### src/verilog/cpuPkg.sv
// Core types and constants
package cpuPkg;

   typedef logic [15:0] wordT;            // Data, address and instruction word
   typedef logic [2:0]  regIdxT;          // Register number r0..r7

   // Instruction fields
   //   rs       instr[10:8]
   //   I-type   rd instr[7:5], imm5 instr[4:0]
   //   R-type   rt instr[7:5], rd instr[4:2], funct instr[1:0]
   //   Branch   disp8 instr[7:0]
   //   J        disp11 instr[10:0]

   typedef enum logic [4:0] {
      opHalt  = 5'b00000,                 // Stop the core
      opNop   = 5'b00001,
      opJ     = 5'b00100,                 // PC + 2 + disp11
      opAddi  = 5'b01000,
      opSubi  = 5'b01001,                 // rs - imm
      opXori  = 5'b01010,
      opBeqz  = 5'b01100,
      opBnez  = 5'b01101,
      opSt    = 5'b10000,                 // mem[rs + imm] = r[7:5]
      opLd    = 5'b10001,                 // r[7:5] = mem[rs + imm]
      opRtype = 5'b11011                  // Funct picks ADD, SUB, XOR, AND
   } opcodeT;

   typedef enum logic [2:0] {
      aluAdd,
      aluSub,
      aluXor,
      aluAnd,
      aluPassB                            // Operand B straight through
   } aluOpT;

   typedef enum logic [1:0] {
      brNone,                             // Fall through to PC + 2
      brEqz,                              // Taken when rs is zero
      brNez,                              // Taken when rs is nonzero
      brJump                              // Always taken
   } branchT;

   localparam int memDepth = 256;             // Words per memory
   localparam int memIdxW  = $clog2(memDepth); // Word index, taken from addr bits above bit 0

endpackage
### src/verilog/wordMem.sv
// Synchronous word memory
module wordMem #(
   parameter int depth = cpuPkg::memDepth
) (
   input  logic         clk,
   input  logic         re,              // Read strobe, data next cycle
   input  cpuPkg::wordT addr,            // Byte address
   output cpuPkg::wordT rdata,           // Held until the next read
   input  logic         we,
   input  cpuPkg::wordT waddr,
   input  cpuPkg::wordT wdata
);
   import cpuPkg::*;

   localparam int idxW = $clog2(depth);

   wordT mem [depth];

   always_ff @(posedge clk) begin
      if (we) begin
         mem[waddr[idxW:1]] <= wdata;    // Bit 0 ignored
      end
      if (re) begin
         rdata <= mem[addr[idxW:1]];
      end
   end

endmodule

### config.mk
export PLATFORM = sky130hd
export DESIGN_NAME = wordMem
export DESIGN_NICKNAME = d
export VERILOG_FILES = /design/src/verilog/cpuPkg.sv /design/src/verilog/wordMem.sv
export SDC_FILE = /design/constraint.sdc
export NUM_CORES = 2
export LEC_CHECK = 0
export ABC_AREA = 1
export BUFFER_PORTS_ARGS = -buffer_cell sky130_fd_sc_hd__buf_4
export CELL_PAD_IN_SITES_DETAIL_PLACEMENT = 0
export CELL_PAD_IN_SITES_GLOBAL_PLACEMENT = 2
export CORE_MARGIN = 10
export CORE_UTILIZATION = 45
export DETAILED_ROUTE_END_ITERATION = 6
export PLACE_DENSITY = 0.8
export SYNTH_ARGS = -nofsm -noshare
export SYNTH_HDL_FRONTEND = slang
export SYNTH_SLANG_ARGS = --single-unit
export TNS_END_PERCENT = 20
### constraint.sdc
create_clock -name clk -period 3.5 [get_ports clk]
set_input_delay 0.7 -clock clk [delete_from_list [all_inputs] [get_ports clk]]
set_output_delay 0.7 -clock clk [all_outputs]
set_load 0.02 [all_outputs]
==> metrics <==
status complete, no violations; Ports 67; post-CTS sizing 0; Routed Antenna Nets 0; unrepaired setup endpoints after global routing no; hold_buf cts 0; Power Total about 100 mW; Mapped Area roughly 170,000 sq um; via count between 100k and 150k; DRT iter0 DRCs 13.3k; GPL Wtd Cong slightly below 0.9; post-synth cell types 14; Max Clk Rate ~0.37 GHz; Yosys reg bits between 4k and 5k; Worst Hold Class input port to flop; post-layout util between 50% and 60%; Critical Path AT approximately 3500 ps; pwr/cell area 551 nW/um^2; Setup Total Neg Slack 0 ps; CTS sink count between 4k and 5k; syn nets around 14k; Initial Utilization between 40% and 50%; CTS Buffer Depth 4; Post-DP HPWL between 200,000 and 300,000 um; CTS tree built; die area slightly below 400,000 sq um; crit end category flop; Port Buffers 50; vias in the first global route between 100k and 150k; worst vdd ir a little under 0.5 mV; reg2reg setup slack about 1100 ps; Core Box Area between 300,000 and 400,000 sq um; setup violators final 0; row count 222; Final Hold Violating Endpoints 0; die span in y between 600 and 700 um; post-synthesis sequential area ratio about three quarters; largest net degree at the start of global routing between 100 and 150; Post-CTS Setup Bufs 0; drt drc 0; Final Skew around 68 ps; vias per inst around 5.7; YS warnings 0; H-tree depth 5; Final nets 14.0k; DRT Wirelength ~500,000 um; pre-CTS setup slack -153 ps; share of layout cells above drive strength 1 approximately 10%; die span in x 627 um; clk_lat worst skew slightly below 1000 ps; mean post-synth cell area 12.2 sq um; Max Cap Viol 0; peak fanout along the critical path 26; LEAKAGE ~66 nW; Slew headroom approximately a fifth; Worst Max-Slew Pin Slew roughly 1200 ps; fin crit period 2690 ps; Final Max Tran Viols 0; Overall Global Routing Usage around a quarter; clock slew at reported path FFs about 60 ps; Final period util 76.8%; Final Hold Slack roughly 100 ps; setup ws final 814 ps; clk root buf clkbuf_16; first-pass GRT wire length between 700,000 and 800,000 um; DR pass1 iterations 6; initial antenna violation count 19; WP data required around 4300 ps; Filler cells 30.9k; WS Path Type input port to flop; wire length per cell about 26 um; Area Growth Syn to Fin 14.1%; Inserted Clock Buffers between 400 and 500; Critical Path Start Type input port; Mapped Cells 13.6k; GR Overflow Total 0
[cell usage after synthesis]
master / number / area [sq um]
buf_2: 495 / 2480
nand2_1: 4211 / 15800
inv_4: 2 / 12.5
inv_2: 2 / 7.51
buf_12: 1 / 20.0
buf_4: 163 / 1220
inv_1: 35 / 131
buf_6: 53 / 597
edfxtp_1: 4112 / 123000
buf_8: 1 / 15.0
clkbuf_1: 154 / 578
nor2_1: 283 / 1060
nand3_1: 4035 / 20200
buf_1: 70 / 263
[worst paths after layout]
| kind | start | cells after the start | end |
|---|---|---|---|
| max reg2reg | mem[107][6] | 10 | rdata[6] |
| max | addr[1] | 15 | rdata[14] |
| min reg2reg | mem[198][4] | 10 | rdata[4] |
| min | re | 1 | rdata[2] |
[routing by layer]
metal  routed length, um  vias to the layer above  track usage, %
met5                  47                        -               0
met4               20100                        8            9.07
met3               40400                      790            3.67
met2              233000                     4602            39.1
met1              209000                    54500            35.4
li1                    -                    49400               -
[final cells by class]
class / count / area (sq um) / area share (%)
inverter: 39 / 199 / 0.105
timing repair buffer: 841 / 9130 / 4.83
multi-input combinational: 8529 / 37200 / 19.7
clock inverter: 235 / 1670 / 0.882
clock buffer: 558 / 11500 / 6.05
tap: 4816 / 6030 / 3.19
antenna: 15 / 37.5 / 0.0198
sequential: 4112 / 123000 / 65.3
[registers in the layout, summed over array words and instances (netlist names)]
| signal | flops |
|---|---|
| mem | 4096 |
| rdata | 16 |
[layout by cell type, fill, tap and decap left out]
cell,netlist,routed
inv_8,0,3
buf_4,163,608
nand2_1,4211,4195
clkbuf_1,154,118
clkinv_1,0,118
edfxtp_1,4112,4112
inv_16,0,8
clkinv_16,0,2
nand2_2,0,16
clkinv_4,0,2
nor2_2,0,34
inv_6,0,8
nor2_1,283,249
clkinv_2,0,71
clkbuf_16,0,440
clkinv_8,0,6
buf_8,1,19
inv_1,35,33
diode_2,0,15
buf_6,53,1
bufinv_16,0,15
inv_2,2,1
buf_12,1,212
nand3_1,4035,4035
buf_16,0,1
clkinvlp_4,0,7
[stage by stage]
step           cells  area [sq um]
6_report       19100        189000
5_1_grt        19100        189000
4_1_cts        19100        189000
3_5_place_dp   18300        176000
3_3_place_gp   18300        176000
2_1_floorplan  13600        166000
[cells by family after synthesis]
family        share of synthesized area [%]
buf+inv                                3.21
flops                                  74.4
simple gates                           22.3
[worst max-delay path, stage by stage]
cell and delay, ps:
buf_16 150, inv_16 260, buf_12 210, buf_12 210, buf_4 310, nand2_1 90, nand3_1 80, nand3_1 110
nand3_1 160, nand3_1 160, nand3_1 250, nand3_1 220, nand2_1 340, nand2_1 110, nand2_1 80
[power breakdown]
| group | total, mW | internal (mW) | switching (mW) |
|---|---|---|---|
| registers | 54.4 | 54.3 | 0.0629 |
| clock network | 43.0 | 24.1 | 18.8 |
| logic | 6.91 | 1.83 | 5.09 |
| total | 104 | 80.3 | 24.0 |
(Power assumes the default switching activity.)
