File: src/verilog/cpuPkg.sv
// Core types and constants
package cpuPkg;

   typedef logic [15:0] wordT;            // Data, address and instruction word
   typedef logic [2:0]  regIdxT;          // Register number r0..r7

   // Instruction fields
   //   rs       instr[10:8]
   //   I-type   rd instr[7:5], imm5 instr[4:0]
   //   R-type   rt instr[7:5], rd instr[4:2], funct instr[1:0]
   //   Branch   disp8 instr[7:0]
   //   J        disp11 instr[10:0]

   typedef enum logic [4:0] {
      opHalt  = 5'b00000,                 // Stop the core
      opNop   = 5'b00001,
      opJ     = 5'b00100,                 // PC + 2 + disp11
      opAddi  = 5'b01000,
      opSubi  = 5'b01001,                 // rs - imm
      opXori  = 5'b01010,
      opBeqz  = 5'b01100,
      opBnez  = 5'b01101,
      opSt    = 5'b10000,                 // mem[rs + imm] = r[7:5]
      opLd    = 5'b10001,                 // r[7:5] = mem[rs + imm]
      opRtype = 5'b11011                  // Funct picks ADD, SUB, XOR, AND
   } opcodeT;

   typedef enum logic [2:0] {
      aluAdd,
      aluSub,
      aluXor,
      aluAnd,
      aluPassB                            // Operand B straight through
   } aluOpT;

   typedef enum logic [1:0] {
      brNone,                             // Fall through to PC + 2
      brEqz,                              // Taken when rs is zero
      brNez,                              // Taken when rs is nonzero
      brJump                              // Always taken
   } branchT;

   localparam int memDepth = 256;             // Words per memory
   localparam int memIdxW  = $clog2(memDepth); // Word index, taken from addr bits above bit 0

endpackage
File: src/verilog/regFile.sv
// General-purpose registers
module regFile (
   input  logic           clk,
   input  logic           arstN,
   input  cpuPkg::regIdxT rdA,           // rs
   input  cpuPkg::regIdxT rdB,           // rt or store data register
   output cpuPkg::wordT   valA,
   output cpuPkg::wordT   valB,
   input  logic           we,            // Writeback strobe
   input  cpuPkg::regIdxT wrIdx,
   input  cpuPkg::wordT   wrData
);
   import cpuPkg::*;

   wordT regs [8];

   // Reads are combinational, a write lands on the retire edge
   assign valA = regs[rdA];
   assign valB = regs[rdB];

   always_ff @(posedge clk or negedge arstN) begin
      if (!arstN) begin
         for (int i = 0; i < 8; i++) begin
            regs[i] <= '0;               // All registers start at zero
         end
      end else if (we) begin
         regs[wrIdx] <= wrData;
      end
   end

endmodule

File: config.mk
export PLATFORM = sky130hd
export DESIGN_NAME = regFile
export DESIGN_NICKNAME = d
export VERILOG_FILES = /design/src/verilog/cpuPkg.sv /design/src/verilog/regFile.sv
export SDC_FILE = /design/constraint.sdc
export NUM_CORES = 1
export LEC_CHECK = 0
export ABC_AREA = 1
export BUFFER_PORTS_ARGS = -buffer_cell sky130_fd_sc_hd__buf_2
export CORE_MARGIN = 2
export CORE_UTILIZATION = 44
export CTS_CLUSTER_DIAMETER = 40
export DETAILED_ROUTE_END_ITERATION = 16
export PLACE_DENSITY = 0.63
export SLEW_MARGIN = 20
export SYNTH_ARGS = -nofsm -noshare
export SYNTH_HDL_FRONTEND = slang
export SYNTH_SLANG_ARGS = --single-unit
File: constraint.sdc
create_clock -name clk -period 2.2 [get_ports clk]
set_input_delay 0.11 -clock clk [delete_from_list [all_inputs] [get_ports clk]]
set_output_delay 0.11 -clock clk [all_outputs]
set_load 0.05 [all_outputs]
==> results.json <==
{
  "run_status": "finished, final reports clean",
  "dieWidth_um": 134,
  "switching_share_pct": 35.0,
  "fillers": 1695,
  "core_um2": 16600,
  "worst_hold_path_type": "in2async",
  "die_area_um2": 18100,
  "starting_utilization_of_the_core_area_pct": 45.2,
  "setup_slack_ns": 0.530,
  "clock_skew_ns": 0,
  "cts-htree-levels": 4,
  "cts.sink_count": 128,
  "drt_pass1_iterations": 6,
  "finalHoldViolCount": 0,
  "fin_crit_ns": 1.67,
  "grt_util_all_layers_pct": 27.2,
  "cellInternalPower_w": 0.00523,
  "maxSlewViolCount": 0,
  "p_comb_share_pct": 26.0,
  "p_leak_nw": 4.97,
  "synthToLayoutAreaGrowth_pct": 17.2,
  "final_min_period_over_clock_period_pct": 75.9,
  "grt_setup_unrepaired": "no",
  "post-place-ws_ns": 0.551,
  "drv_cap": 0,
  "clock_latency_ns": 0.42,
  "average_size_of_a_mapped_cell_um2": 6.43,
  "critical_path_arrival_ns": 1.56,
  "ios": 60,
  "cp.required_ns": 2.09,
  "worst_ir_drop_vdd_v": 0.000597,
  "synth_net_count": 1193,
  "critical_path.max_fanout": 17,
  "final_design_area_no_fill_um2": 8780,
  "post_synth_inst_count": 1165,
  "finalSetupTns_ns": 0,
  "max_flop_register": "regs",
  "wirelength_um": 23300,
  "floorplan.die.height_um": 134,
  "grt_pass1_wl_um": 37800,
  "antenna_violations_before_repair": 0,
  "number_of_antenna_violating_nets_in_the_routed_design": 0,
  "largest_register_ff_count": 128,
  "number_of_buffers_inserted_during_clock_tree_synthesis": 17,
  "tritoncts": "yes",
  "clock_power_share_pct": 36.6,
  "start_kind": "input port",
  "std_cell_rows": 47,
  "first_global_vias": 7059,
  "slowest_delay_ns": 0.64,
  "dp_hpwl_um": 13700,
  "number_of_buffers_inserted_to_repair_setup_after_cts": 0,
  "cts.root.buffer_cell": "sky130_fd_sc_hd__clkbuf_16",
  "seq_area_frac_synth_pct": 42.8,
  "hold_buffers": 17,
  "routed_wire_length_per_instance_um": 16.1,
  "antenna_cells": 0,
  "synth.cell_area_um2": 7490,
  "cts-resized-gates": 0,
  "power.share.sequential_pct": 37.5,
  "path_cells": "buf_2 > inv_1 > nand2_1 > nand2_1 > buf_2",
  "detail_route.vias_per_cell": 5.14,
  "grt_max_degree": 88,
  "cpMaxStageDelayCell": "sky130_fd_sc_hd__inv_1",
  "synth_seq_cells": 128,
  "worst_setup_hold_path_clk_slew_ns": 0.06,
  "dr_total_vias": 7438,
  "yosys.cell_types.count": 14,
  "drc": 0,
  "largest_registers": "regs: 128 flops",
  "ys_warn_count": 0,
  "timing.max_slew.rel_slack_pct": 48.5,
  "worst-slew-pin-transition_ns": 0.772,
  "criticalPathCategory": "in2out",
  "power_per_cell_area_nw_per_um2": 917,
  "final-setup-viol-count": 0,
  "drtIter0Drc": 697,
  "place.port_buffers": 59,
  "grt_remaining_overflow": 0,
  "power.net_switching_w": 0.00282,
  "placed_cell_area_um2": 7990,
  "drive_above_1_share_pct": 9.93,
  "clockBufferDepth": 2,
  "finalWeightedCongestion": 0.824,
  "worstSetupEndpointType": "primary output",
  "max_freq_mhz": 599,
  "nNetsFinal": 1243
}
layout make-up:
class	instances	area [um2]	area share, %
multi-input combinational	813	3390	38.6
sequential	128	3200	36.5
timing repair buffer	101	718	8.18
inverter	154	578	6.59
clock buffer	17	425	4.85
tap	220	275	3.14
clock inverter	15	188	2.14
metal layers:
metal  vias to the layer above  global-route usage, %  wire (um)
li1                       3657                      -          -
met1                      3461                   37.0      10200
met2                       281                   44.3      10900
met3                        39                   5.26       1770
met4                         0                   8.01        465
met5                         -                      0          0
layout by cell type, fill, tap and decap left out:
cell type                       instances
sky130_fd_sc_hd__nor2_1                 3
sky130_fd_sc_hd__nand3_1              129
sky130_fd_sc_hd__buf_12                 5
sky130_fd_sc_hd__buf_4                 21
sky130_fd_sc_hd__clkinv_2               1
sky130_fd_sc_hd__buf_2                 58
sky130_fd_sc_hd__inv_2                  4
sky130_fd_sc_hd__o21ai_1               10
sky130_fd_sc_hd__clkbuf_16             17
sky130_fd_sc_hd__bufinv_16              3
sky130_fd_sc_hd__clkinvlp_4             3
sky130_fd_sc_hd__dlygate4sd3_1         17
sky130_fd_sc_hd__nand2_1              551
sky130_fd_sc_hd__clkinv_4               6
sky130_fd_sc_hd__o21ai_0              118
sky130_fd_sc_hd__nor2_2                 1
sky130_fd_sc_hd__dfrtp_1              128
sky130_fd_sc_hd__inv_1                150
sky130_fd_sc_hd__nor3_4                 1
sky130_fd_sc_hd__inv_6                  2
power by group through the flow:
stage | sequential, W | clock, W | combinational (W)
after global routing | 0.00307 | 0.00309 | 0.00239
after global placement | 0.00304 | 0 | 0.00203
after CTS | 0.00301 | 0.00297 | 0.00210
after floorplan | 0.00300 | 0 | 0.00155
final | 0.00302 | 0.00294 | 0.00209
after detailed placement | 0.00305 | 0 | 0.00206
through the flow:
| stage | power (W) | cells | hold slack [ns] | util, % |
|---|---|---|---|---|
| final | 0.00805 | 1448 | 0.0562 | 52.9 |
| after detailed placement | 0.00511 | 1399 | -0.0427 | 48.2 |
| after global routing | 0.00855 | 1448 | 0.0675 | 52.9 |
| after floorplan | 0.00455 | 1165 | -0.186 | - |
| after CTS | 0.00808 | 1448 | 0.0497 | 52.9 |
| after global placement | 0.00508 | 1399 | -0.0456 | 48.2 |
worst max-delay path: cells and delay by family:
kind	cells	cell delay, ns
simple gates	2	0.27
buf+inv	3	1.17
cell usage after synthesis:
cell                       number  area share (%)
sky130_fd_sc_hd__o21ai_0      118             7.9
sky130_fd_sc_hd__nor2_2         1           0.084
sky130_fd_sc_hd__clkbuf_2       3            0.20
sky130_fd_sc_hd__buf_1          2            0.10
sky130_fd_sc_hd__buf_2         43             2.9
sky130_fd_sc_hd__dfrtp_1      128              43
sky130_fd_sc_hd__nand2_1      551              28
sky130_fd_sc_hd__nand3_1      129             8.6
sky130_fd_sc_hd__o21ai_1       10            0.67
sky130_fd_sc_hd__clkbuf_1      22             1.1
sky130_fd_sc_hd__nor2_1         3            0.15
sky130_fd_sc_hd__inv_1        150             7.5
sky130_fd_sc_hd__nor3_4         1            0.22
sky130_fd_sc_hd__inv_2          4            0.20
final timing paths:
kind,start,endpoint,slack (ns),cells past startpoint
min,arstN,regs[104],0.06,2
min reg2reg,regs[94],regs[94],0.48,2
max reg2reg,regs[3],regs[3],1.48,2
min in group clk,wrIdx[2],regs[67],0.16,4
max,rdB[2],valB[6],0.53,5
max in group asynchronous,arstN,regs[112],1.42,3
logic make-up (layout without fill, tap and decap cells):
kind of cell,Yosys count,after routing,share of synthesized area (%)
and+or+nand+nor,685,685,36.7
buffers and inverters,224,287,12.0
DFF,128,128,42.8
AOI/OAI and AO/OA,128,128,8.55
(Power assumes the default switching activity.)
