<file path="src/verilog/cpuPkg.sv">
// Core types and constants
package cpuPkg;

   typedef logic [15:0] wordT;            // Data, address and instruction word
   typedef logic [2:0]  regIdxT;          // Register number r0..r7

   // Instruction fields
   //   rs       instr[10:8]
   //   I-type   rd instr[7:5], imm5 instr[4:0]
   //   R-type   rt instr[7:5], rd instr[4:2], funct instr[1:0]
   //   Branch   disp8 instr[7:0]
   //   J        disp11 instr[10:0]

   typedef enum logic [4:0] {
      opHalt  = 5'b00000,                 // Stop the core
      opNop   = 5'b00001,
      opJ     = 5'b00100,                 // PC + 2 + disp11
      opAddi  = 5'b01000,
      opSubi  = 5'b01001,                 // rs - imm
      opXori  = 5'b01010,
      opBeqz  = 5'b01100,
      opBnez  = 5'b01101,
      opSt    = 5'b10000,                 // mem[rs + imm] = r[7:5]
      opLd    = 5'b10001,                 // r[7:5] = mem[rs + imm]
      opRtype = 5'b11011                  // Funct picks ADD, SUB, XOR, AND
   } opcodeT;

   typedef enum logic [2:0] {
      aluAdd,
      aluSub,
      aluXor,
      aluAnd,
      aluPassB                            // Operand B straight through
   } aluOpT;

   typedef enum logic [1:0] {
      brNone,                             // Fall through to PC + 2
      brEqz,                              // Taken when rs is zero
      brNez,                              // Taken when rs is nonzero
      brJump                              // Always taken
   } branchT;

   localparam int memDepth = 256;             // Words per memory
   localparam int memIdxW  = $clog2(memDepth); // Word index, taken from addr bits above bit 0

endpackage
</file>
<file path="src/verilog/progCounter.sv">
// Program counter
module progCounter (
   input  logic         clk,
   input  logic         arstN,
   input  logic         retire,          // Advance at the end of an instruction
   input  logic         taken,           // Registered branch decision
   input  cpuPkg::wordT disp,            // Sign-extended displacement
   output cpuPkg::wordT pc
);
   import cpuPkg::*;

   wordT pcPlusTwo;
   wordT pcNext;

   assign pcPlusTwo = pc + 16'd2;        // Byte address, word step
   assign pcNext    = taken ? pcPlusTwo + disp : pcPlusTwo;

   always_ff @(posedge clk or negedge arstN) begin
      if (!arstN) begin
         pc <= '0;                       // Program starts at 0
      end else if (retire) begin
         pc <= pcNext;
      end
   end

endmodule

</file>
<file path="config.mk">
export PLATFORM = sky130hd
export DESIGN_NAME = progCounter
export DESIGN_NICKNAME = d
export VERILOG_FILES = /design/src/verilog/cpuPkg.sv /design/src/verilog/progCounter.sv
export SDC_FILE = /design/constraint.sdc
export NUM_CORES = 1
export LEC_CHECK = 0
export ABC_AREA = 0
export BUFFER_PORTS_ARGS = -buffer_cell sky130_fd_sc_hd__buf_2
export CAP_MARGIN = 30
export CELL_PAD_IN_SITES_DETAIL_PLACEMENT = 0
export CELL_PAD_IN_SITES_GLOBAL_PLACEMENT = 2
export CORE_AREA = 2 2 80 74
export CTS_CLUSTER_DIAMETER = 120
export CTS_CLUSTER_SIZE = 10
export DETAILED_ROUTE_END_ITERATION = 6
export DIE_AREA = 0 0 82 76
export HOLD_SLACK_MARGIN = 0.05
export PLACE_DENSITY_LB_ADDON = 0.1
export SKIP_LAST_GASP = 1
export SYNTH_ARGS = -nofsm -noshare
export SYNTH_HDL_FRONTEND = slang
export SYNTH_SLANG_ARGS = --single-unit
</file>
<file path="constraint.sdc">
create_clock -name clk -period 4.8 [get_ports clk]
set_input_delay 0.72 -clock clk [delete_from_list [all_inputs] [get_ports clk]]
set_output_delay 0.72 -clock clk [all_outputs]
set_load 0.1 [all_outputs]
</file>
==> results of run 1 <==
==> through the flow <==
step / utilization (%) / cell area [um2]
2_1_floorplan: - / 1889
4_1_cts: 39.45 / 2156
3_3_place_gp: 38.69 / 2115
5_1_grt: 39.45 / 2156
6_report: 39.45 / 2156
3_5_place_dp: 38.69 / 2115
==> worst paths after layout <==
path                                 endpoint  cells past startpoint  slack [ps]
setup reg to reg           pc[15]$_DFFE_PN0P_                     11        1640
hold reg to reg            pc[15]$_DFFE_PN0P_                      1         480
min in group clk           pc[15]$_DFFE_PN0P_                      1         480
setup / recovery           pc[15]$_DFFE_PN0P_                     11        1640
max in group asynchronous  pc[14]$_DFFE_PN0P_                      1        4080
hold / removal              pc[4]$_DFFE_PN0P_                      1         400
==> layer usage <==
layer | wire length, um | GRT usage [%] | share of wire, % | vias up
li1 | - | - | - | 896
met1 | 2801 | 28.82 | 53 | 833
met2 | 2321 | 27.32 | 44 | 28
met3 | 157 | 2.962 | 3.0 | 4
met4 | 23 | 1.667 | 0.43 | 0
met5 | 0 | 0 | 0 | -
==> worst register-to-register path: stages (launching register included) <==
cell and delay, ps:
dfrtp_1 500, ha_1 340, nand2_1 130, or2_2 350
xnor2_1 170, ha_1 420, and4_1 280, o2111ai_2 140
or4_1 410, o211ai_1 120, nor3_2 70, xnor2_1 120
==> area by class of cell <==
cell class              count  area [um2]  share of cell area, %
clock buffers               3       41.29                  1.915
well taps                  70       87.58                  4.063
flip-flops and latches     16       400.4                  18.57
repair buffers             35       175.2                  8.125
multi-input cells         196        1433                  66.45
inverters                   5       18.77                 0.8706
==> synthesized netlist by cell type, types with 5 or more instances <==
cell      instances
a21o_1            5
a21oi_1          19
a31oi_1           7
clkbuf_1          5
dfrtp_1          16
ha_1             20
inv_1             5
nand2_1          22
nand3_1           8
nor2_1           15
o21ai_0          15
xnor2_1          12
xor2_1           10
==> kinds of logic after synthesis <==
kind of cell | Yosys count | share of synthesized area [%]
buffers and inverters | 13 | 2.980
multiplexers | 5 | 2.848
XOR/XNOR | 22 | 10.20
AO/OA/AOI/OAI | 71 | 25.63
flip-flops | 16 | 21.19
AND/OR/NAND/NOR | 77 | 22.85
adder cells (fa/ha/maj) | 21 | 14.30
==> metrics.md, run 1 <==
| Metric | Value |
|---|---|
| Status | finished clean |
| RSZ-0062 raised after global routing | no |
| Cell family with most CP delay | simple AND/OR/NAND/NOR gates |
| Number of remaining DRC errors | 0 |
| Final setup margin | 1642 ps |
| Yosys top cell area share | roughly a fifth |
| Worst setup path start | pc[2]$_DFFE_PN0P_ |
| DIE AREA | 6232 um2 |
| Final net count | between 200 and 300 |
| Clk sinks | 16 |
| DRT antenna net count | 0 |
| Syn_nets | between 200 and 300 |
| Max reg flops | 16 |
| TritonCTS clock tree | done |
| Register bit count reported by yosys | 16 |
| Total GRT Usage | between 10% and 20% |
| Setup Fix Bufs, Post-CTS | 0 |
| Most frequent cells in the layout | 35 x buf_2, 22 x nand2_1, 20 x ha_1, 19 x a21oi_1, 16 x dfrtp_1 |
| Most flop-heavy register | pc |
| Placed Instances | 322 |
| Setup TNS | 0 ps |
| Die width | approximately 80 um |
| Avg Cell Area, Syn | 8.397 um2 |
| Crit path required time | 4950 ps |
| Worst rel slew slack | between 60% and 70% |
| Hold Crit Class | input pin to asynchronous set/reset pin |
| Max Root-Sink Buffers | 2 |
| Fraction of registers with async set/reset | 100.0% |
| Post-synth EDFFs | 0 |
| Proportion of layout cells with a drive suffix above 1 | a little under a quarter |
| Max FO, Critical Path | 7 |
| Tightest Pin Transition | between 500 and 600 ps |
| Hold Buf Count CTS | 0 |
| Initial antenna violation count | 0 |
| Final hold violation count | 0 |
| Grt ovf | 0 |
| Reg-to-Reg Start | pc[2]$_DFFE_PN0P_ |
| CP cell instances | ha_1, nand2_1, or2_2, xnor2_1, ha_1, and4_1, o2111ai_2, or4_1, o211ai_1, nor3_2, xnor2_1 |
| Primary FF master, synth | dfrtp_1 |
| Core area | between 5000 and 6000 um2 |
| Initial Util | about 35% |
| Max Slew Vio Count | 0 |
| Clk root buf | clkbuf_8 |
| Avg WL per Cell | between 15 and 20 um |
| Via density per instance | around 5.4 |
| Post-cts resize count | 0 |
| Maximum clock rate | around 0.32 GHz |
| Type of origin of the critical path | flip-flop |
| Final WL | approximately 5300 um |
| CP Buf/Inv Count | 0 |
| Final min period | ~3200 ps |
| Mapped Area | around 1900 um2 |
| Leading cell type in the layout, fill and taps excluded | buf_2 |
| Largest net degree at the start of global routing | 34 |
| Clock transition at path regs | 80 ps |
| Yosys cell types | 56 |
| DRT iter0 DRCs | 64 |
| Max cap viols | 0 |
| Total CTS buffers | 3 |
| Largest stage delay, worst path | 500 ps |
| First-pass GRT wire length | 8921 um |
| Drt pass-1 iters | 4 |
| Slowest CP cell | dfrtp_1 |
| Non-filler cells, final | 325 |
| Setup crit end kind | flip-flop |
| CP Data Arrival Time | 3310 ps |
| DP HPWL | 4067 um |
| # fillers | approximately 600 |
| CTS H-tree depth | 1 |
| Gpl congestion | roughly 0.75 |
| I/O pins | 36 |
| Vias | around 1800 |
| Die height | 76 um |
| Clk_lat worst skew | between 200 and 300 ps |
| Largest regs | pc (16) |
| Period utilization | between 60% and 70% |
| Type of the worst setup path | flip-flop to flip-flop |
| Cells after Synth | approximately 230 |
| Ys Warns | 0 |
| Port Buffer Count | 35 |
| Rows | 26 |
| P&R area growth vs syn | 14.11% |
| Setup Viol. Count Final | 0 |
| Synth area leader | dfrtp_1 |
| Pre-CTS setup slack | 1602 ps |
| Largest cells by area after synthesis | dfrtp_1 21%, ha_1 13%, xnor2_1 5.6% |
| Vias in the first global route | 1750 |
| Sequential share of the synthesized area | 21.19% |
| Clk_skew | roughly 4.7 ps |
| ANT cells | 0 |
| Hold WS | 399.4 ps |
Power of run 1 is left out: the tool's default activity adds up to more than one toggle a clock period on the data nets, which glitch-free logic cannot reach.
==> inputs of run 2 (changes only) <==
CORE_AREA = 2 2 87 81   (was 2 2 80 74)
DIE_AREA = 0 0 89 83   (was 0 0 82 76)
clock period = 2.9 ns   (was 4.8 ns; I/O delays follow)
==> metrics.md, run 2 (synthesis gave the netlist of run 1 again) <==
| Metric | Value |
|---|---|
| Vias in the first global route | 1809 (+3.4%) |
| Status | finished clean |
| Register cell area after layout | 439.2 um2 (+9.7%) |
| Clk sinks | 16 (unchanged) |
| ANT cells | 0 (unchanged) |
| Hold Crit Class | input pin to asynchronous set/reset pin |
| Proportion of layout cells with a drive suffix above 1 | 39.22% (+16 points) |
| I/O pins | 36 (unchanged) |
| Period utilization | 97.00% (+31 points) |
| RSZ-0062 raised after global routing | yes |
| DRT iter0 DRCs | 143 (+120%) |
| Die width | 89 um (+8.5%) |
| Hold WS | 104.4 ps (-295.0 ps) |
| # fillers | 714 (+21%) |
| First-pass GRT wire length | 9577 um (+7.4%) |
| Type of the worst setup path | flip-flop to flip-flop |
| Final hold violation count | 0 (unchanged) |
| Largest net degree at the start of global routing | 33 (-2.9%) |
| Clk_lat worst skew | 260 ps (about the same) |
| Gpl congestion | 0.8104 (+7.4%) |
| Grt ovf | 0 (unchanged) |
| Max FO, Critical Path | 4 (-3) |
| Initial Util | 29.31% (-5.3 points) |
| Via density per instance | 4.920 (-9.2%) |
| P&R area growth vs syn | 32.25% |
| Setup crit end kind | flip-flop |
| Final min period | 2813 ps (-344.7 ps) |
| Setup Viol. Count Final | 0 (unchanged) |
| Largest regs | pc (16) |
| Pre-CTS setup slack | 30.79 ps (-1571 ps) |
| Max reg flops | 16 (unchanged) |
| CP Data Arrival Time | 3000 ps (-310 ps) |
| Final setup margin | 86.93 ps (-1555 ps) |
| Max Root-Sink Buffers | 2 (unchanged) |
| CTS H-tree depth | 1 (unchanged) |
| Rows | 28 (+7.7%) |
| DRT antenna net count | 0 (unchanged) |
| Crit path required time | 3080 ps (-1870 ps) |
| Final net count | 325 (+9.1%) |
| DP HPWL | 4553 um (+12%) |
| Total CTS buffers | 3 (unchanged) |
| Core area | 6446 um2 (+18%) |
| Initial antenna violation count | 0 (unchanged) |
| Total GRT Usage | 16.63% (-1.8 points) |
| Leading cell type in the layout, fill and taps excluded | buf_2 |
| Number of remaining DRC errors | 0 (unchanged) |
| Drt pass-1 iters | 4 (unchanged) |
| Final WL | 5915 um (+12%) |
| Clk root buf | clkbuf_8 |
| Maximum clock rate | 0.3555 GHz (+12%) |
| Clk_skew | 2.304 ps (-2.377 ps) |
| Type of origin of the critical path | flip-flop |
| Worst rel slew slack | 63.34% (+3.1 points) |
| DIE AREA | 7387 um2 (+19%) |
| TritonCTS clock tree | done |
| Tightest Pin Transition | 549.3 ps (-46.59 ps) |
| Port Buffer Count | 35 (unchanged) |
| Max cap viols | 0 (unchanged) |
| Area of the multi-input gates | 1495 um2 (+4.4%) |
| Most frequent cells in the layout | 35 x buf_2, 27 x buf_4, 22 x nand2_1, 18 x ha_1, 17 x a21oi_1 |
| Avg WL per Cell | 15.86 um (-2.8%) |
| Most flop-heavy register | pc |
| Vias | 1835 (+4.2%) |
| Clock transition at path regs | 80 ps (about the same) |
| Max Slew Vio Count | 0 (unchanged) |
| Die height | 83 um (+9.2%) |
==> run 2: final cells by class <==
cell class / instances / share of cell area (%)
multi-input combinational: 196 / 59.84
sequential: 16 / 17.58
timing repair buffer: 62 / 15.12
tap: 90 / 4.507
clock buffer: 4 / 2.203
inverter: 5 / 0.7511
==> run 2: what timing repair did <==
action                     in CTS  in global routing
buffers inserted                0                  5
resized for setup               0                 15
setup endpoints to repair       0                  5
hold endpoints to repair        0                  0
hold buffers                    0                  0
==> run 2: worst paths after layout <==
kind	end	depth (start not counted)	start	slack, ps
worst max-delay path	pc[14]$_DFFE_PN0P_	11	pc[1]$_DFFE_PN0P_	90
worst min-delay path	pc[2]$_DFFE_PN0P_	1	arstN	100
worst max register to register	pc[14]$_DFFE_PN0P_	11	pc[1]$_DFFE_PN0P_	90
worst min register to register	pc[15]$_DFFE_PN0P_	1	pc[15]$_DFFE_PN0P_	480
max in group asynchronous	pc[5]$_DFFE_PN0P_	1	arstN	2460
min in group clk	pc[15]$_DFFE_PN0P_	1	pc[15]$_DFFE_PN0P_	480
==> run 2: worst max-delay path, cell delays in order (launching register included) <==
cell	delay [ps]
dfrtp_4	490
ha_1	250
nand3_1	120
xnor2_1	70
buf_4	140
ha_1	280
o21a_1	190
and4_1	230
a221oi_4	430
nor3_1	150
mux2i_1	210
a2bb2oi_1	180
==> run 2: per-layer routing <==
| layer | GRT usage (%) | wire [um] | vias up |
|---|---|---|---|
| li1 | - | - | 951 |
| met1 | 26.52 | 3219 | 844 |
| met2 | 23.61 | 2449 | 38 |
| met3 | 2.783 | 229 | 2 |
| met4 | 2.442 | 17 | 0 |
| met5 | 0 | 0 | - |
==> run 2: per-stage QoR <==
stage	util (%)	instance area, um2	std cells	setup TNS, ps
2_1_floorplan	-	1937	225	-118.7
3_3_place_gp	36.39	2346	364	0
3_5_place_dp	36.39	2346	364	0
4_1_cts	37.25	2401	368	0
5_1_grt	38.76	2499	373	-47.31
6_report	38.76	2499	373	0
Power of run 2 is left out for the same reason.
