[src/verilog/cpuPkg.sv]
// Core types and constants
package cpuPkg;

   typedef logic [15:0] wordT;            // Data, address and instruction word
   typedef logic [2:0]  regIdxT;          // Register number r0..r7

   // Instruction fields
   //   rs       instr[10:8]
   //   I-type   rd instr[7:5], imm5 instr[4:0]
   //   R-type   rt instr[7:5], rd instr[4:2], funct instr[1:0]
   //   Branch   disp8 instr[7:0]
   //   J        disp11 instr[10:0]

   typedef enum logic [4:0] {
      opHalt  = 5'b00000,                 // Stop the core
      opNop   = 5'b00001,
      opJ     = 5'b00100,                 // PC + 2 + disp11
      opAddi  = 5'b01000,
      opSubi  = 5'b01001,                 // rs - imm
      opXori  = 5'b01010,
      opBeqz  = 5'b01100,
      opBnez  = 5'b01101,
      opSt    = 5'b10000,                 // mem[rs + imm] = r[7:5]
      opLd    = 5'b10001,                 // r[7:5] = mem[rs + imm]
      opRtype = 5'b11011                  // Funct picks ADD, SUB, XOR, AND
   } opcodeT;

   typedef enum logic [2:0] {
      aluAdd,
      aluSub,
      aluXor,
      aluAnd,
      aluPassB                            // Operand B straight through
   } aluOpT;

   typedef enum logic [1:0] {
      brNone,                             // Fall through to PC + 2
      brEqz,                              // Taken when rs is zero
      brNez,                              // Taken when rs is nonzero
      brJump                              // Always taken
   } branchT;

   localparam int memDepth = 256;             // Words per memory
   localparam int memIdxW  = $clog2(memDepth); // Word index, taken from addr bits above bit 0

endpackage
[src/verilog/ctrlIf.sv]
// Decoded control word
interface ctrlIf;
   import cpuPkg::*;

   aluOpT  aluOp;                         // ALU operation
   logic   aluSrcImm;                     // Operand B from immediate
   wordT   imm;                           // Sign-extended immediate or displacement
   branchT branch;                        // Branch kind
   logic   memRead;                       // LD
   logic   memWrite;                      // ST
   logic   memToReg;                      // Writeback takes memory data
   logic   regWrite;                      // Instruction writes a register
   regIdxT regDest;                       // Destination register

   modport seq (                          // Driven by the sequencer
      output aluOp, aluSrcImm, imm, branch,
      output memRead, memWrite, memToReg,
      output regWrite, regDest
   );

   modport dp (                           // Read by the datapath
      input aluOp, aluSrcImm, imm, branch,
      input memRead, memWrite, memToReg,
      input regWrite, regDest
   );

endinterface

[src/verilog/aluExec.sv]
// ALU and branch unit
module aluExec (
   input  logic         clk,
   input  logic         arstN,
   input  logic         execEn,          // EXECUTE cycle
   ctrlIf.dp            ctrl,
   input  cpuPkg::wordT valA,            // rs
   input  cpuPkg::wordT valB,            // rt
   output cpuPkg::wordT result,          // Registered ALU output
   output logic         taken            // Registered branch decision
);
   import cpuPkg::*;

   wordT opB;
   wordT aluOut;
   logic takenNext;

   assign opB = ctrl.aluSrcImm ? ctrl.imm : valB; // Immediate or register

   always_comb begin
      case (ctrl.aluOp)
         aluAdd:  aluOut = valA + opB;   // Also LD/ST address
         aluSub:  aluOut = valA - opB;
         aluXor:  aluOut = valA ^ opB;
         aluAnd:  aluOut = valA & opB;
         default: aluOut = opB;
      endcase
   end

   // Condition on rs only
   always_comb begin
      case (ctrl.branch)
         brEqz:   takenNext = valA == '0;
         brNez:   takenNext = valA != '0;
         brJump:  takenNext = 1'b1;
         default: takenNext = 1'b0;
      endcase
   end

   always_ff @(posedge clk or negedge arstN) begin
      if (!arstN) begin
         taken <= 1'b0;
      end else if (execEn) begin
         taken <= takenNext;
      end
   end

   always_ff @(posedge clk) begin
      if (execEn) begin
         result <= aluOut;
      end
   end

endmodule

[src/flat_wrapper.sv]
// flat-port wrapper written by rule: the top's interface ports become plain ports
module aluExec_flat import cpuPkg::*;
  (clk, arstN, execEn, valA, valB, result, taken, ctrl_aluOp, ctrl_aluSrcImm, ctrl_imm, ctrl_branch, ctrl_memRead, ctrl_memWrite, ctrl_memToReg, ctrl_regWrite, ctrl_regDest);
  ctrlIf ctrl_i ();
  input  logic clk;
  input  logic arstN;
  input  logic execEn;
  input  cpuPkg::wordT valA;
  input  cpuPkg::wordT valB;
  output cpuPkg::wordT result;
  output logic taken;
  input wire logic [$bits(ctrl_i.aluOp)-1:0] ctrl_aluOp;
  input wire logic [$bits(ctrl_i.aluSrcImm)-1:0] ctrl_aluSrcImm;
  input wire logic [$bits(ctrl_i.imm)-1:0] ctrl_imm;
  input wire logic [$bits(ctrl_i.branch)-1:0] ctrl_branch;
  input wire logic [$bits(ctrl_i.memRead)-1:0] ctrl_memRead;
  input wire logic [$bits(ctrl_i.memWrite)-1:0] ctrl_memWrite;
  input wire logic [$bits(ctrl_i.memToReg)-1:0] ctrl_memToReg;
  input wire logic [$bits(ctrl_i.regWrite)-1:0] ctrl_regWrite;
  input wire logic [$bits(ctrl_i.regDest)-1:0] ctrl_regDest;
  assign ctrl_i.aluOp = ctrl_aluOp;
  assign ctrl_i.aluSrcImm = ctrl_aluSrcImm;
  assign ctrl_i.imm = ctrl_imm;
  assign ctrl_i.branch = ctrl_branch;
  assign ctrl_i.memRead = ctrl_memRead;
  assign ctrl_i.memWrite = ctrl_memWrite;
  assign ctrl_i.memToReg = ctrl_memToReg;
  assign ctrl_i.regWrite = ctrl_regWrite;
  assign ctrl_i.regDest = ctrl_regDest;
  aluExec u_core (.clk(clk), .arstN(arstN), .execEn(execEn), .ctrl(ctrl_i), .valA(valA), .valB(valB), .result(result), .taken(taken));
endmodule
[config.mk]
export PLATFORM = sky130hd
export DESIGN_NAME = aluExec_flat
export DESIGN_NICKNAME = d
export VERILOG_FILES = /design/src/verilog/cpuPkg.sv /design/src/verilog/ctrlIf.sv /design/src/verilog/aluExec.sv /design/src/flat_wrapper.sv
export SDC_FILE = /design/constraint.sdc
export NUM_CORES = 1
export LEC_CHECK = 0
export ABC_AREA = 1
export CAP_MARGIN = 20
export CORE_MARGIN = 4
export CORE_UTILIZATION = 65
export CTS_BUF_LIST = sky130_fd_sc_hd__clkbuf_4 sky130_fd_sc_hd__clkbuf_8 sky130_fd_sc_hd__clkbuf_16
export CTS_CLUSTER_DIAMETER = 150
export DETAILED_ROUTE_END_ITERATION = 16
export DONT_BUFFER_PORTS = 1
export GPL_ROUTABILITY_DRIVEN = 0
export PLACE_DENSITY_LB_ADDON = 0.1
export SLEW_MARGIN = 20
export SYNTH_ARGS = -nofsm -noshare
export SYNTH_HDL_FRONTEND = slang
export SYNTH_SLANG_ARGS = --single-unit
[constraint.sdc]
create_clock -name clk -period 1.2 [get_ports clk]
set_input_delay 0.06 -clock clk [delete_from_list [all_inputs] [get_ports clk]]
set_output_delay 0.06 -clock clk [all_outputs]
set_load 0.1 [all_outputs]
==> results of run 1 <==
## cells by family after synthesis
family	synth area share (%)
compound gates	16.2
fa+ha+maj	14.3
xor+xnor	4.74
buf+inv	10.8
simple gates	36.6
flops	17.3
## per-stage QoR
step / area, sq um / TNS (ps) / worst slack (ps) / hold slack, ps / utilization, %
3_5_place_dp: 3710 / -16680 / -1370 / -236 / 85.1
2_1_floorplan: 3000 / -13140 / -1110 / -236 / -
4_1_cts: 4050 / -10510 / -981 / 5.20 / 93.0
3_3_place_gp: 3710 / -15510 / -1230 / -236 / 85.1
## what timing repair did
action | 4_1_cts
setup buffers | 7
hold buffers | 3
gates resized for setup | 69
pin swaps | 39
endpoints found under the setup margin | 15
endpoints found under the hold margin | 18
==> key figures, run 1 <==
Run status
  – Outcome: aborted with a tool error
  – Stop stage: global routing (5_1_grt)
  – Error msg: [ERROR DPL-0038] Utilization greater than 100%, impossible to legalize

Die
  – Initial core utilization: 67.3%
  – IO Count: 81
  – Die Ht: ~75 um
  – # rows: 24
  – Die width: 75.1 um

Yosys
  – Post-synthesis sequential area ratio: 17.3%
  – Mapped Nets: 542
  – Largest area contributor in the netlist: edfxtp_1
  – Flops & latches, synth: 17
  – EDFF count, synth: 16
  – Yosys warning count: 0
  – Unique masters post-synth: 40
  – Main flop type after synthesis: edfxtp_1
  – Syn Inst Count: 445
  – Async set-reset flop share out of synthesis: about 5.9%
  – Most common cell in the synthesized netlist: nand2_1
  – Post-synthesis cell area: approximately 2900 sq um
  – Top cells by area, synth: edfxtp_1, nand2_1, ha_1
  – Top-area cell type share of the netlist area: roughly 16%
  – Mapped Avg Cell Area: 6.58 sq um
  – Synth cell count leaders: nand2_1, inv_1, nor2_1

Clocking
  – H-tree depth: 1
  – Sink Count: 17
  – CTS Buf Count: 3
  – CTS max path bufs: 2
  – Root Buffer: clkbuf_8

Place
  – Post-DP HPWL: between 7000 and 8000 um
  – Dpl cells: 580
  – Port bufs: 0

Global route
  – Largest net degree at the start of global routing: 32

Timing
  – WEP type: register data pin
  – Grt repair worst endpoint: u_core.result[13]$_DFFE_PP_/D
==> run 2: changes to the inputs <==
Settings changed: CORE_UTILIZATION 65 to 40, CTS_BUF_LIST sky130_fd_sc_hd__clkbuf_4 sky130_fd_sc_hd__clkbuf_8 sky130_fd_sc_hd__clkbuf_16 to not set, CTS_CLUSTER_DIAMETER 150 to not set, PLACE_DENSITY_LB_ADDON 0.1 to 0.15.
==> key figures, run 2 <==
Run status
  – Outcome: complete, but fails checks
  – Failing checks: negative setup slack

Die
  – IO Count: 81 (unchanged)
  – # rows: 30 (+25%)
  – Initial core utilization: 42.2% (-25 points)
  – Die area: between 8000 and 9000 sq um
  – Core Area: slightly below 7000 sq um
  – Die Ht: 93.6 um (+25%)
  – Die width: 93.6 um (+25%)

Global route
  – First-pass GRT wire length: between 10000 and 15000 um
  – Vias in the first global route: 3124
  – Largest net degree at the start of global routing: 32
  – Remaining Overflow, GRT: 0
  – Total GRT Usage: 20.2%
  – Initial antenna violation count: 0

Routing
  – Drt wl/cell: ~14 um
  – Met2 Routed Length: about 4500 um
  – WL met3: about 640 um
  – Vias/cell: about 5
  – Final wirelength: about 9500 um
  – DR vias: approximately 3400
  – WL met1: 4270 um
  – Drt drc: 0
  – DR pass1 iterations: 5
  – Antenna Nets Post-Route: 0
  – Initial DRC count: 257
  – Uppermost layer routed: met4

Place
  – Placement-stage cell area: 3750 sq um (+1.3%)
  – Port bufs: 0 (unchanged)
  – Post-DP HPWL: 7240 um (-1.6%)

Yosys
  – Flops & latches, synth: 17 (unchanged)
  – Top cells by area, synth: edfxtp_1, nand2_1, ha_1
  – Mapped Avg Cell Area: 6.58 sq um (unchanged)
  – Most common cell in the synthesized netlist: nand2_1
  – Async set-reset flop share out of synthesis: 5.88% (unchanged)
  – Syn Inst Count: 445 (unchanged)
  – Yosys warning count: 0 (unchanged)
  – Largest area contributor in the netlist: edfxtp_1
  – Post-synthesis sequential area ratio: 17.3% (unchanged)
  – Top-area cell type share of the netlist area: 16.4% (unchanged)
  – Unique masters post-synth: 40 (unchanged)
  – EDFF count, synth: 16 (unchanged)
  – Main flop type after synthesis: edfxtp_1
  – Synth cell count leaders: nand2_1, inv_1, nor2_1
  – Mapped Nets: 542 (unchanged)
  – Post-synthesis cell area: 2930 sq um (unchanged)

Setup path
  – CP Cell Sequence: clkinv_16 -> nand2_4 -> nand2_4 -> ha_4 -> inv_2 -> nor2_4 -> nand3_2 -> nor2_4 -> a21oi_2 -> xor2_1 -> ha_1 -> nand2_2 -> nor2_2 -> nor2_2 -> nor2_2 -> nor3_2 -> nand3_1 -> nand3_1 -> nand2_1
  – CP Capture Type: flip-flop
  – Crit-path max cell delay: a little under 400 ps
  – Kind of critical path: input port to flip-flop
  – Critical path launch point type: input port
  – Slowest cell on the critical path: ha_1
  – Most used cell, CP: nor2_2
  – Worst Path Required: about 1200 ps
  – Worst-path fanout max: 31
  – Critical Path AT: roughly 2200 ps

Timing
  – Clock Skew: 0 ps
  – Period utilization: 187%
  – Relative slew slack: between 40% and 50%
  – Final Slew Violations: 0
  – Peak Freq: ~0.45 GHz
  – Worst slew pin tran: between 700 and 800 ps
  – Final setup viols: 15
  – Crit path time final: roughly 2200 ps
  – Final hold vios: 0
  – Unrepaired setup endpoints after global routing: yes
  – Post-route worst setup slack: -1040 ps

Final layout
  – Layout Nets: 657
  – Commonest cells after routing, fill and taps aside: nand2_1, buf_4, inv_1
  – Max reg flops: 16
  – Largest Register: u_core.result
  – Ant diodes: 0
  – Finished Cell Area: 4480 sq um
  – Layout cells sized above 1: 46.0%
  – Regs by FF count: u_core.result x16, u_core.taken x1
  – Area growth, synth to finish: 53.0%
  – Most common cell after layout, fill and taps aside: nand2_1

Clocking
  – Reg clk slew, reported paths: around 60 ps
  – Sink Count: 17 (unchanged)
  – CTS tree: done
  – CTS max path bufs: 2 (unchanged)
  – Root Buffer: clkbuf_8
  – CTS Buf Count: 3 (unchanged)
  – Clk_lat worst skew: around 250 ps
  – H-tree depth: 1 (unchanged)

Pwr
  – Maximum vdd drop: roughly 0.00040 V
  – Overall Power: between 4 and 5 mW
  – Pleak: roughly 2.3 nW
  – P per Cell Area: 900 nW/um^2

Hold path
  – Worst Hold Class: input port to flip-flop

Run
  – Max-cap viol count: 0
==> run 2: layout make-up <==
cell class	count	area, sq um
flip-flops and latches	17	507
fillers	603	2460
clock buffers	3	41.3
well taps	96	120
clock inverters	1	5.00
inverters	67	304
multi-input cells	353	2520
repair buffers	118	985
==> run 2: final timing paths <==
check,start,endpoint,slack [ps],depth (start not counted)
max,ctrl_aluSrcImm,u_core.result[14],-1040,19
min,ctrl_branch[1],u_core.taken,9,2
max reg2reg,u_core.taken,u_core.taken,520,2
min reg2reg,u_core.taken,u_core.taken,580,2
max in group asynchronous,arstN,u_core.taken,1070,1
min in group asynchronous,arstN,u_core.taken,20,1
==> run 2: cells by family (layout without fill, tap and decap cells) <==
logic type                 after synthesis  after routing  share of synthesized area (%)
DFF                                     17             17                           17.3
buffers and inverters                   75            189                           10.8
AOI/OAI and AO/OA                       75             75                           16.2
and+or+nand+nor                        230            230                           36.6
xor gates and xnor gates                15             15                           4.74
adders and majority gates               33             33                           14.3
==> run 2: stage by stage <==
stage          setup TNS (ps)  utilization, %  setup WS, ps  std cells  hold WS [ps]
3_5_place_dp           -17040            54.1         -1370        623          -236
3_3_place_gp           -16490            54.1         -1300        623          -236
5_1_grt                -13610            64.6         -1170        655          9.39
6_report               -12320            64.6         -1040        655          8.83
4_1_cts                -11030            60.1          -942        644          14.6
2_1_floorplan          -13140               -         -1110        445          -236
==> run 2: where the power goes <==
| group | switching, mW | internal (mW) |
|---|---|---|
| clock | 0.183 | 0.230 |
| sequential | 0.0176 | 0.746 |
| combinational | 1.73 | 1.13 |
| total | 1.93 | 2.11 |
==> run 2: what timing repair did <==
action                                  CTS  global route
buffers inserted                         16            11
resized for setup                        77            51
hold endpoints to repair                 18             0
hold buffers                              2             0
endpoints found under the setup margin   15            32
pin swaps                                59            43
==> run 2: worst max-delay path, delay by kind of cell <==
family          cells  cell delay [ps]
simple gates       13             1340
xor+xnor            1              160
buf+inv             2               80
compound gates      1               70
fa+ha+maj           2              530
==> run 2: metal layers <==
metal,track usage (%),vias up
met5,0,-
li1,-,1682
met1,26.8,1548
met3,2.41,8
met2,34.5,123
met4,5.54,0
Note: power is estimated with default switching activity, not from simulation.
