--- config.mk ---
export PLATFORM = sky130hd
export DESIGN_NAME = cpuSequencer_flat
export DESIGN_NICKNAME = d
export VERILOG_FILES = /design/src/verilog/cpuPkg.sv /design/src/verilog/ctrlIf.sv /design/src/verilog/cpuSequencer.sv /design/src/flat_wrapper.sv
export SDC_FILE = /design/constraint.sdc
export NUM_CORES = 1
export LEC_CHECK = 0
export ABC_AREA = 1
export BUFFER_PORTS_ARGS = -buffer_cell sky130_fd_sc_hd__buf_4
export CORE_ASPECT_RATIO = 1.5
export CORE_MARGIN = 4
export CORE_UTILIZATION = 30
export CTS_CLUSTER_DIAMETER = 60
export CTS_CLUSTER_SIZE = 12
export DETAILED_ROUTE_END_ITERATION = 7
export GPL_ROUTABILITY_DRIVEN = 1
export GPL_TIMING_DRIVEN = 0
export PLACE_DENSITY = 0.75
export SYNTH_ARGS = -nofsm -noshare
export SYNTH_HDL_FRONTEND = slang
export SYNTH_SLANG_ARGS = --single-unit
--- constraint.sdc ---
create_clock -name clk -period 1.6 [get_ports clk]
set_input_delay 0.16 -clock clk [delete_from_list [all_inputs] [get_ports clk]]
set_output_delay 0.16 -clock clk [all_outputs]
set_load 0.02 [all_outputs]
--- src/verilog/cpuPkg.sv ---
// Core types and constants
package cpuPkg;

   typedef logic [15:0] wordT;            // Data, address and instruction word
   typedef logic [2:0]  regIdxT;          // Register number r0..r7

   // Instruction fields
   //   rs       instr[10:8]
   //   I-type   rd instr[7:5], imm5 instr[4:0]
   //   R-type   rt instr[7:5], rd instr[4:2], funct instr[1:0]
   //   Branch   disp8 instr[7:0]
   //   J        disp11 instr[10:0]

   typedef enum logic [4:0] {
      opHalt  = 5'b00000,                 // Stop the core
      opNop   = 5'b00001,
      opJ     = 5'b00100,                 // PC + 2 + disp11
      opAddi  = 5'b01000,
      opSubi  = 5'b01001,                 // rs - imm
      opXori  = 5'b01010,
      opBeqz  = 5'b01100,
      opBnez  = 5'b01101,
      opSt    = 5'b10000,                 // mem[rs + imm] = r[7:5]
      opLd    = 5'b10001,                 // r[7:5] = mem[rs + imm]
      opRtype = 5'b11011                  // Funct picks ADD, SUB, XOR, AND
   } opcodeT;

   typedef enum logic [2:0] {
      aluAdd,
      aluSub,
      aluXor,
      aluAnd,
      aluPassB                            // Operand B straight through
   } aluOpT;

   typedef enum logic [1:0] {
      brNone,                             // Fall through to PC + 2
      brEqz,                              // Taken when rs is zero
      brNez,                              // Taken when rs is nonzero
      brJump                              // Always taken
   } branchT;

   localparam int memDepth = 256;             // Words per memory
   localparam int memIdxW  = $clog2(memDepth); // Word index, taken from addr bits above bit 0

endpackage
--- src/verilog/ctrlIf.sv ---
// Decoded control word
interface ctrlIf;
   import cpuPkg::*;

   aluOpT  aluOp;                         // ALU operation
   logic   aluSrcImm;                     // Operand B from immediate
   wordT   imm;                           // Sign-extended immediate or displacement
   branchT branch;                        // Branch kind
   logic   memRead;                       // LD
   logic   memWrite;                      // ST
   logic   memToReg;                      // Writeback takes memory data
   logic   regWrite;                      // Instruction writes a register
   regIdxT regDest;                       // Destination register

   modport seq (                          // Driven by the sequencer
      output aluOp, aluSrcImm, imm, branch,
      output memRead, memWrite, memToReg,
      output regWrite, regDest
   );

   modport dp (                           // Read by the datapath
      input aluOp, aluSrcImm, imm, branch,
      input memRead, memWrite, memToReg,
      input regWrite, regDest
   );

endinterface

--- src/verilog/cpuSequencer.sv ---
// Instruction sequencer
module cpuSequencer (
   input  logic         clk,
   input  logic         arstN,
   input  logic         run,
   input  cpuPkg::wordT instr,           // Instruction memory output, stable from DECODE
   ctrlIf.seq           ctrl,
   output logic         fetchEn,
   output logic         decodeEn,
   output logic         execEn,
   output logic         memEn,
   output logic         retire,
   output logic         halt,
   output logic         err
);
   import cpuPkg::*;

   typedef enum logic [2:0] {
      sIdle,
      sFetch,
      sDecode,
      sExecute,
      sMemory,
      sWriteback,
      sHalted,
      sError
   } stateT;

   stateT  state;
   stateT  stateNext;
   opcodeT opcode;
   logic   legal;                         // Opcode is one of opcodeT
   logic   isMem;                         // Latched in DECODE, adds MEMORY cycle
   logic   isHalt;                        // Latched in DECODE, ends in HALTED

   assign opcode = opcodeT'(instr[15:11]);

   // Control word decode
   always_comb begin
      legal          = 1'b1;
      ctrl.aluOp     = aluPassB;
      ctrl.aluSrcImm = 1'b0;
      ctrl.imm       = {{11{instr[4]}}, instr[4:0]}; // imm5 sign-extended
      ctrl.branch    = brNone;
      ctrl.memRead   = 1'b0;
      ctrl.memWrite  = 1'b0;
      ctrl.memToReg  = 1'b0;
      ctrl.regWrite  = 1'b0;
      ctrl.regDest   = instr[7:5];       // I-type rd
      case (opcode)
         opHalt, opNop: legal = 1'b1;    // No datapath effect
         opAddi, opSubi, opXori: begin
            ctrl.aluSrcImm = 1'b1;
            ctrl.regWrite  = 1'b1;
            case (opcode)
               opSubi:  ctrl.aluOp = aluSub;
               opXori:  ctrl.aluOp = aluXor;
               default: ctrl.aluOp = aluAdd;
            endcase
         end
         opLd: begin
            ctrl.aluOp     = aluAdd;     // Address rs + imm
            ctrl.aluSrcImm = 1'b1;
            ctrl.memRead   = 1'b1;
            ctrl.memToReg  = 1'b1;
            ctrl.regWrite  = 1'b1;
         end
         opSt: begin
            ctrl.aluOp     = aluAdd;
            ctrl.aluSrcImm = 1'b1;
            ctrl.memWrite  = 1'b1;       // Data comes from r[7:5]
         end
         opRtype: begin
            ctrl.regWrite = 1'b1;
            ctrl.regDest  = instr[4:2];  // R-type rd
            case (instr[1:0])
               2'd0:    ctrl.aluOp = aluAdd;
               2'd1:    ctrl.aluOp = aluSub;
               2'd2:    ctrl.aluOp = aluXor;
               default: ctrl.aluOp = aluAnd;
            endcase
         end
         opBeqz, opBnez: begin
            ctrl.imm    = {{8{instr[7]}}, instr[7:0]}; // disp8
            ctrl.branch = (opcode == opBeqz) ? brEqz : brNez;
         end
         opJ: begin
            ctrl.imm    = {{5{instr[10]}}, instr[10:0]}; // disp11
            ctrl.branch = brJump;
         end
         default: legal = 1'b0;          // Trap
      endcase
   end

   always_comb begin
      stateNext = state;
      case (state)
         sIdle:      if (run) stateNext = sFetch;
         sFetch:     stateNext = sDecode;
         sDecode:    stateNext = legal ? sExecute : sError;
         sExecute:   stateNext = isMem ? sMemory : sWriteback;
         sMemory:    stateNext = sWriteback;
         sWriteback: stateNext = isHalt ? sHalted : sFetch;
         default:    stateNext = state;  // HALTED and ERROR hold until reset
      endcase
   end

   always_ff @(posedge clk or negedge arstN) begin
      if (!arstN) begin
         state  <= sIdle;
         isMem  <= 1'b0;
         isHalt <= 1'b0;
      end else begin
         state <= stateNext;
         if (state == sDecode) begin    // Keep the instruction class
            isMem  <= (opcode == opLd) || (opcode == opSt);
            isHalt <= opcode == opHalt;
         end
      end
   end

   assign fetchEn  = state == sFetch;
   assign decodeEn = state == sDecode;
   assign execEn   = state == sExecute;
   assign memEn    = state == sMemory;
   assign retire   = state == sWriteback; // One cycle per instruction
   assign halt     = (state == sHalted) || (state == sError);
   assign err      = state == sError;

endmodule

--- src/flat_wrapper.sv ---
// flat-port wrapper written by rule: the top's interface ports become plain ports
module cpuSequencer_flat import cpuPkg::*;
  (clk, arstN, run, instr, fetchEn, decodeEn, execEn, memEn, retire, halt, err, ctrl_aluOp, ctrl_aluSrcImm, ctrl_imm, ctrl_branch, ctrl_memRead, ctrl_memWrite, ctrl_memToReg, ctrl_regWrite, ctrl_regDest);
  ctrlIf ctrl_i ();
  input  logic clk;
  input  logic arstN;
  input  logic run;
  input  cpuPkg::wordT instr;
  output logic fetchEn;
  output logic decodeEn;
  output logic execEn;
  output logic memEn;
  output logic retire;
  output logic halt;
  output logic err;
  output wire logic [$bits(ctrl_i.aluOp)-1:0] ctrl_aluOp;
  output wire logic [$bits(ctrl_i.aluSrcImm)-1:0] ctrl_aluSrcImm;
  output wire logic [$bits(ctrl_i.imm)-1:0] ctrl_imm;
  output wire logic [$bits(ctrl_i.branch)-1:0] ctrl_branch;
  output wire logic [$bits(ctrl_i.memRead)-1:0] ctrl_memRead;
  output wire logic [$bits(ctrl_i.memWrite)-1:0] ctrl_memWrite;
  output wire logic [$bits(ctrl_i.memToReg)-1:0] ctrl_memToReg;
  output wire logic [$bits(ctrl_i.regWrite)-1:0] ctrl_regWrite;
  output wire logic [$bits(ctrl_i.regDest)-1:0] ctrl_regDest;
  assign ctrl_aluOp = ctrl_i.aluOp;
  assign ctrl_aluSrcImm = ctrl_i.aluSrcImm;
  assign ctrl_imm = ctrl_i.imm;
  assign ctrl_branch = ctrl_i.branch;
  assign ctrl_memRead = ctrl_i.memRead;
  assign ctrl_memWrite = ctrl_i.memWrite;
  assign ctrl_memToReg = ctrl_i.memToReg;
  assign ctrl_regWrite = ctrl_i.regWrite;
  assign ctrl_regDest = ctrl_i.regDest;
  cpuSequencer u_core (.clk(clk), .arstN(arstN), .run(run), .instr(instr), .ctrl(ctrl_i), .fetchEn(fetchEn), .decodeEn(decodeEn), .execEn(execEn), .memEn(memEn), .retire(retire), .halt(halt), .err(err));
endmodule
==> impl_metrics.env <==
export IMPL_outcome="complete, no violations"
export IMPL_maxSlewHeadroom_pct=82.1
export IMPL_dp_cells=193
export IMPL_tns_ns=0
export IMPL_post_cts_buffers=0
export IMPL_dieWidth_um=47.3
export IMPL_max_cap_violations=0
export IMPL_cts_made_buffers=3
export IMPL_yosysMostFrequentCell="nand2_1"
export IMPL_yosysSeqAreaShare_pct=18.0
export IMPL_overflow=0
export IMPL_grt_pass1_vias=997
export IMPL_port_buffers=54
export IMPL_path_class="primary input to primary output"
export IMPL_crit_path_end_kind="primary output"
export IMPL_nets=197
export IMPL_ff2ff_setup_slack_ns=0.30
export IMPL_async_reset_ff_share_pct=100
export IMPL_critPathMaxStageDelay_ns=0.17
export IMPL_ant_nets=0
export IMPL_cp_slowest_cell="a21oi_2"
export IMPL_power_density_nw_per_um2=431
export IMPL_worst_hold_slack_ns=0.262
export IMPL_synth_top_area_share_pct=18.0
export IMPL_seqCellArea_sq_um=125
export IMPL_first_iter_violations=24
export IMPL_p_leak_nw=0.702
export IMPL_drive_gt1_share_pct=48.6
export IMPL_hold_viol=0
export IMPL_cts_tree="built"
export IMPL_dp_hpwl_um=1880
export IMPL_synth_area_sq_um=696
export IMPL_ios=55
export IMPL_vdd_drop_max_mv=0.216
export IMPL_fin_cells=198
export IMPL_fin_ws_ns=0.101
export IMPL_die_y_um=67.0
export IMPL_antenna_found_initial=0
export IMPL_post_place_ws_ns=-0.00593
export IMPL_multi_input_area_sq_um=427
export IMPL_path_cells="buf_4, nor2_4, nand2_1, a21oi_2, inv_2, nand2_2, nand3_4, buf_4, buf_4"
export IMPL_period_share_pct=93.7
export IMPL_r2r_start="u_core.state[1]"
export IMPL_wire_per_inst_um=11.1
export IMPL_clockBufferDepth=2
export IMPL_finalSetupViolations=0
export IMPL_fillers=214
export IMPL_synth_edf_count=0
export IMPL_rows=21
export IMPL_synth_fp_nets=137
export IMPL_ys_seq_elements=5
export IMPL_clkTransAtPathRegs_ns=0.04
export IMPL_n_antenna_cell=0
export IMPL_startpoint_type="primary input"
export IMPL_cts_sinks=5
export IMPL_avgViaCountPerCell=4.82
export IMPL_min_path_type="primary input to async pin"
export IMPL_grt_start_max_net_pins=9
export IMPL_ys_top_cells_by_area="dfrtp_1, nand2_1, buf_4"
export IMPL_ff2ff_path_depth=6
export IMPL_yosysTopAreaCell="dfrtp_1"
export IMPL_path_max_fanout=6
export IMPL_syn_instance_count=116
export IMPL_insertion_delay_ns=0.24
export IMPL_drt_first_pass_iters=4
export IMPL_min_period_ns=1.50
export IMPL_fmax_ghz=0.667
export IMPL_avgSynthCellArea_sq_um=6.00
export IMPL_r2r_end="u_core.state[2]"
export IMPL_post_route_drc_count=0
export IMPL_synth_top_cells_by_count="nand2_1, nor2_1, inv_1"
export IMPL_dieArea_sq_um=3170
export IMPL_fin_area_sq_um=1180
export IMPL_gp_congestion=0.873
export IMPL_yosys_warnings=0
export IMPL_start_util_pct=31.1
export IMPL_rsz0062_at_grt="false"
export IMPL_clock_skew_ns=0.00268
export IMPL_worstMarginPinSlew_ns=0.268
export IMPL_place_area_sq_um=1130
export IMPL_coreArea_sq_um=2230
export IMPL_wirelength_um=2190
export IMPL_yosys_most_used_dff="dfrtp_1"
export IMPL_track_usage_pct=15.9
export IMPL_area_delta_synth_final_pct=70.1
export IMPL_crit_top_cell="buf_4"
export IMPL_crit_required_ns=1.44
export IMPL_h_tree_depth=1
export IMPL_clockRootBuffer="clkbuf_4"
export IMPL_finalMaxSlewViolations=0
export IMPL_grt_pass1_wl_um=3710
export IMPL_cp_arrival_ns=1.34
export IMPL_synth_cell_types=23
export IMPL_num_vias=954
## power by group
group	switching [mW]	total [mW]	internal [mW]
clock	0.0504	0.145	0.0942
sequential	0	0.127	0.127
combinational	0.125	0.239	0.114
## per-layer routing
| metal | vias up | routed length, um | global-route usage [%] | part of all wire (%) |
|---|---|---|---|---|
| met1 | 415 | 775 | 15.8 | 35 |
| met4 | 0 | 9 | 7.27 | 0.41 |
| met3 | 2 | 344 | 7.30 | 16 |
| met2 | 59 | 1060 | 26.7 | 48 |
| met5 | - | 0 | 0 | 0 |
| li1 | 478 | - | - | - |
## metrics by stage
step	total power [mW]	utilization (%)
6_report	0.511	53.0
5_1_grt	0.554	53.0
4_1_cts	0.519	52.4
3_5_place_dp	0.363	50.6
3_3_place_gp	0.360	50.6
2_1_floorplan	0.245	-
## how the worst max path moves through the flow
stage,to,cells after the start,slack [ns],startpoint
after floorplan,u_core.state[0],6,0.22,u_core.state[2]
after global placement,ctrl_imm[13],9,0.03,instr[15]
after detailed placement,ctrl_imm[14],9,-0.006,instr[15]
after CTS,ctrl_imm[14],9,0.05,instr[15]
after global routing,ctrl_imm[12],9,0.02,instr[15]
final,ctrl_imm[14],9,0.10,instr[15]
## cell families after synthesis
family | synth area share, %
simple gates | 45.0
buf+inv | 23.2
compound gates | 10.3
flops | 18.0
fa+ha+maj | 3.60
## layout by cell type (no fill, tap or decap), drive strengths merged, types with 2 or more instances in the layout
cell	netlist	routed
o22ai	2	2
clkbuf	0	4
nand3	9	9
nor2	19	19
nor3	4	4
o21ai	7	7
dfrtp	5	5
a21oi	4	4
ha	2	2
inv	18	18
buf	12	66
nand4	3	3
nand2	29	29
## sequential cells by signal (all words and copies together), names as in the netlist
| name | count |
|---|---|
| u_core.state | 3 |
| u_core.isHalt | 1 |
| u_core.isMem | 1 |
## repair_timing
| item | 4_1_cts | 5_1_grt |
|---|---|---|
| gates resized for setup | 1 | 2 |
| hold buffers | 1 | 0 |
| setup endpoints to repair | 5 | 5 |
| endpoints found under the hold margin | 5 | 0 |
## critical path, delay by kind of cell
| family | cells | cell delay, ns |
|---|---|---|
| AOI/OAI and AO/OA | 1 | 0.17 |
| and+or+nand+nor | 4 | 0.48 |
| buffers and inverters | 4 | 0.53 |
## final cells by class
class,instances,share of cell area [%]
Timing Repair Buffer,55,35.1
Buffer,12,7.93
Sequential cell,5,10.6
Tap cell,23,2.43
Multi-Input combinational cell,81,36.0
Clock buffer,4,2.22
Inverter,18,5.71
Note: power is estimated with default switching activity, not from simulation.
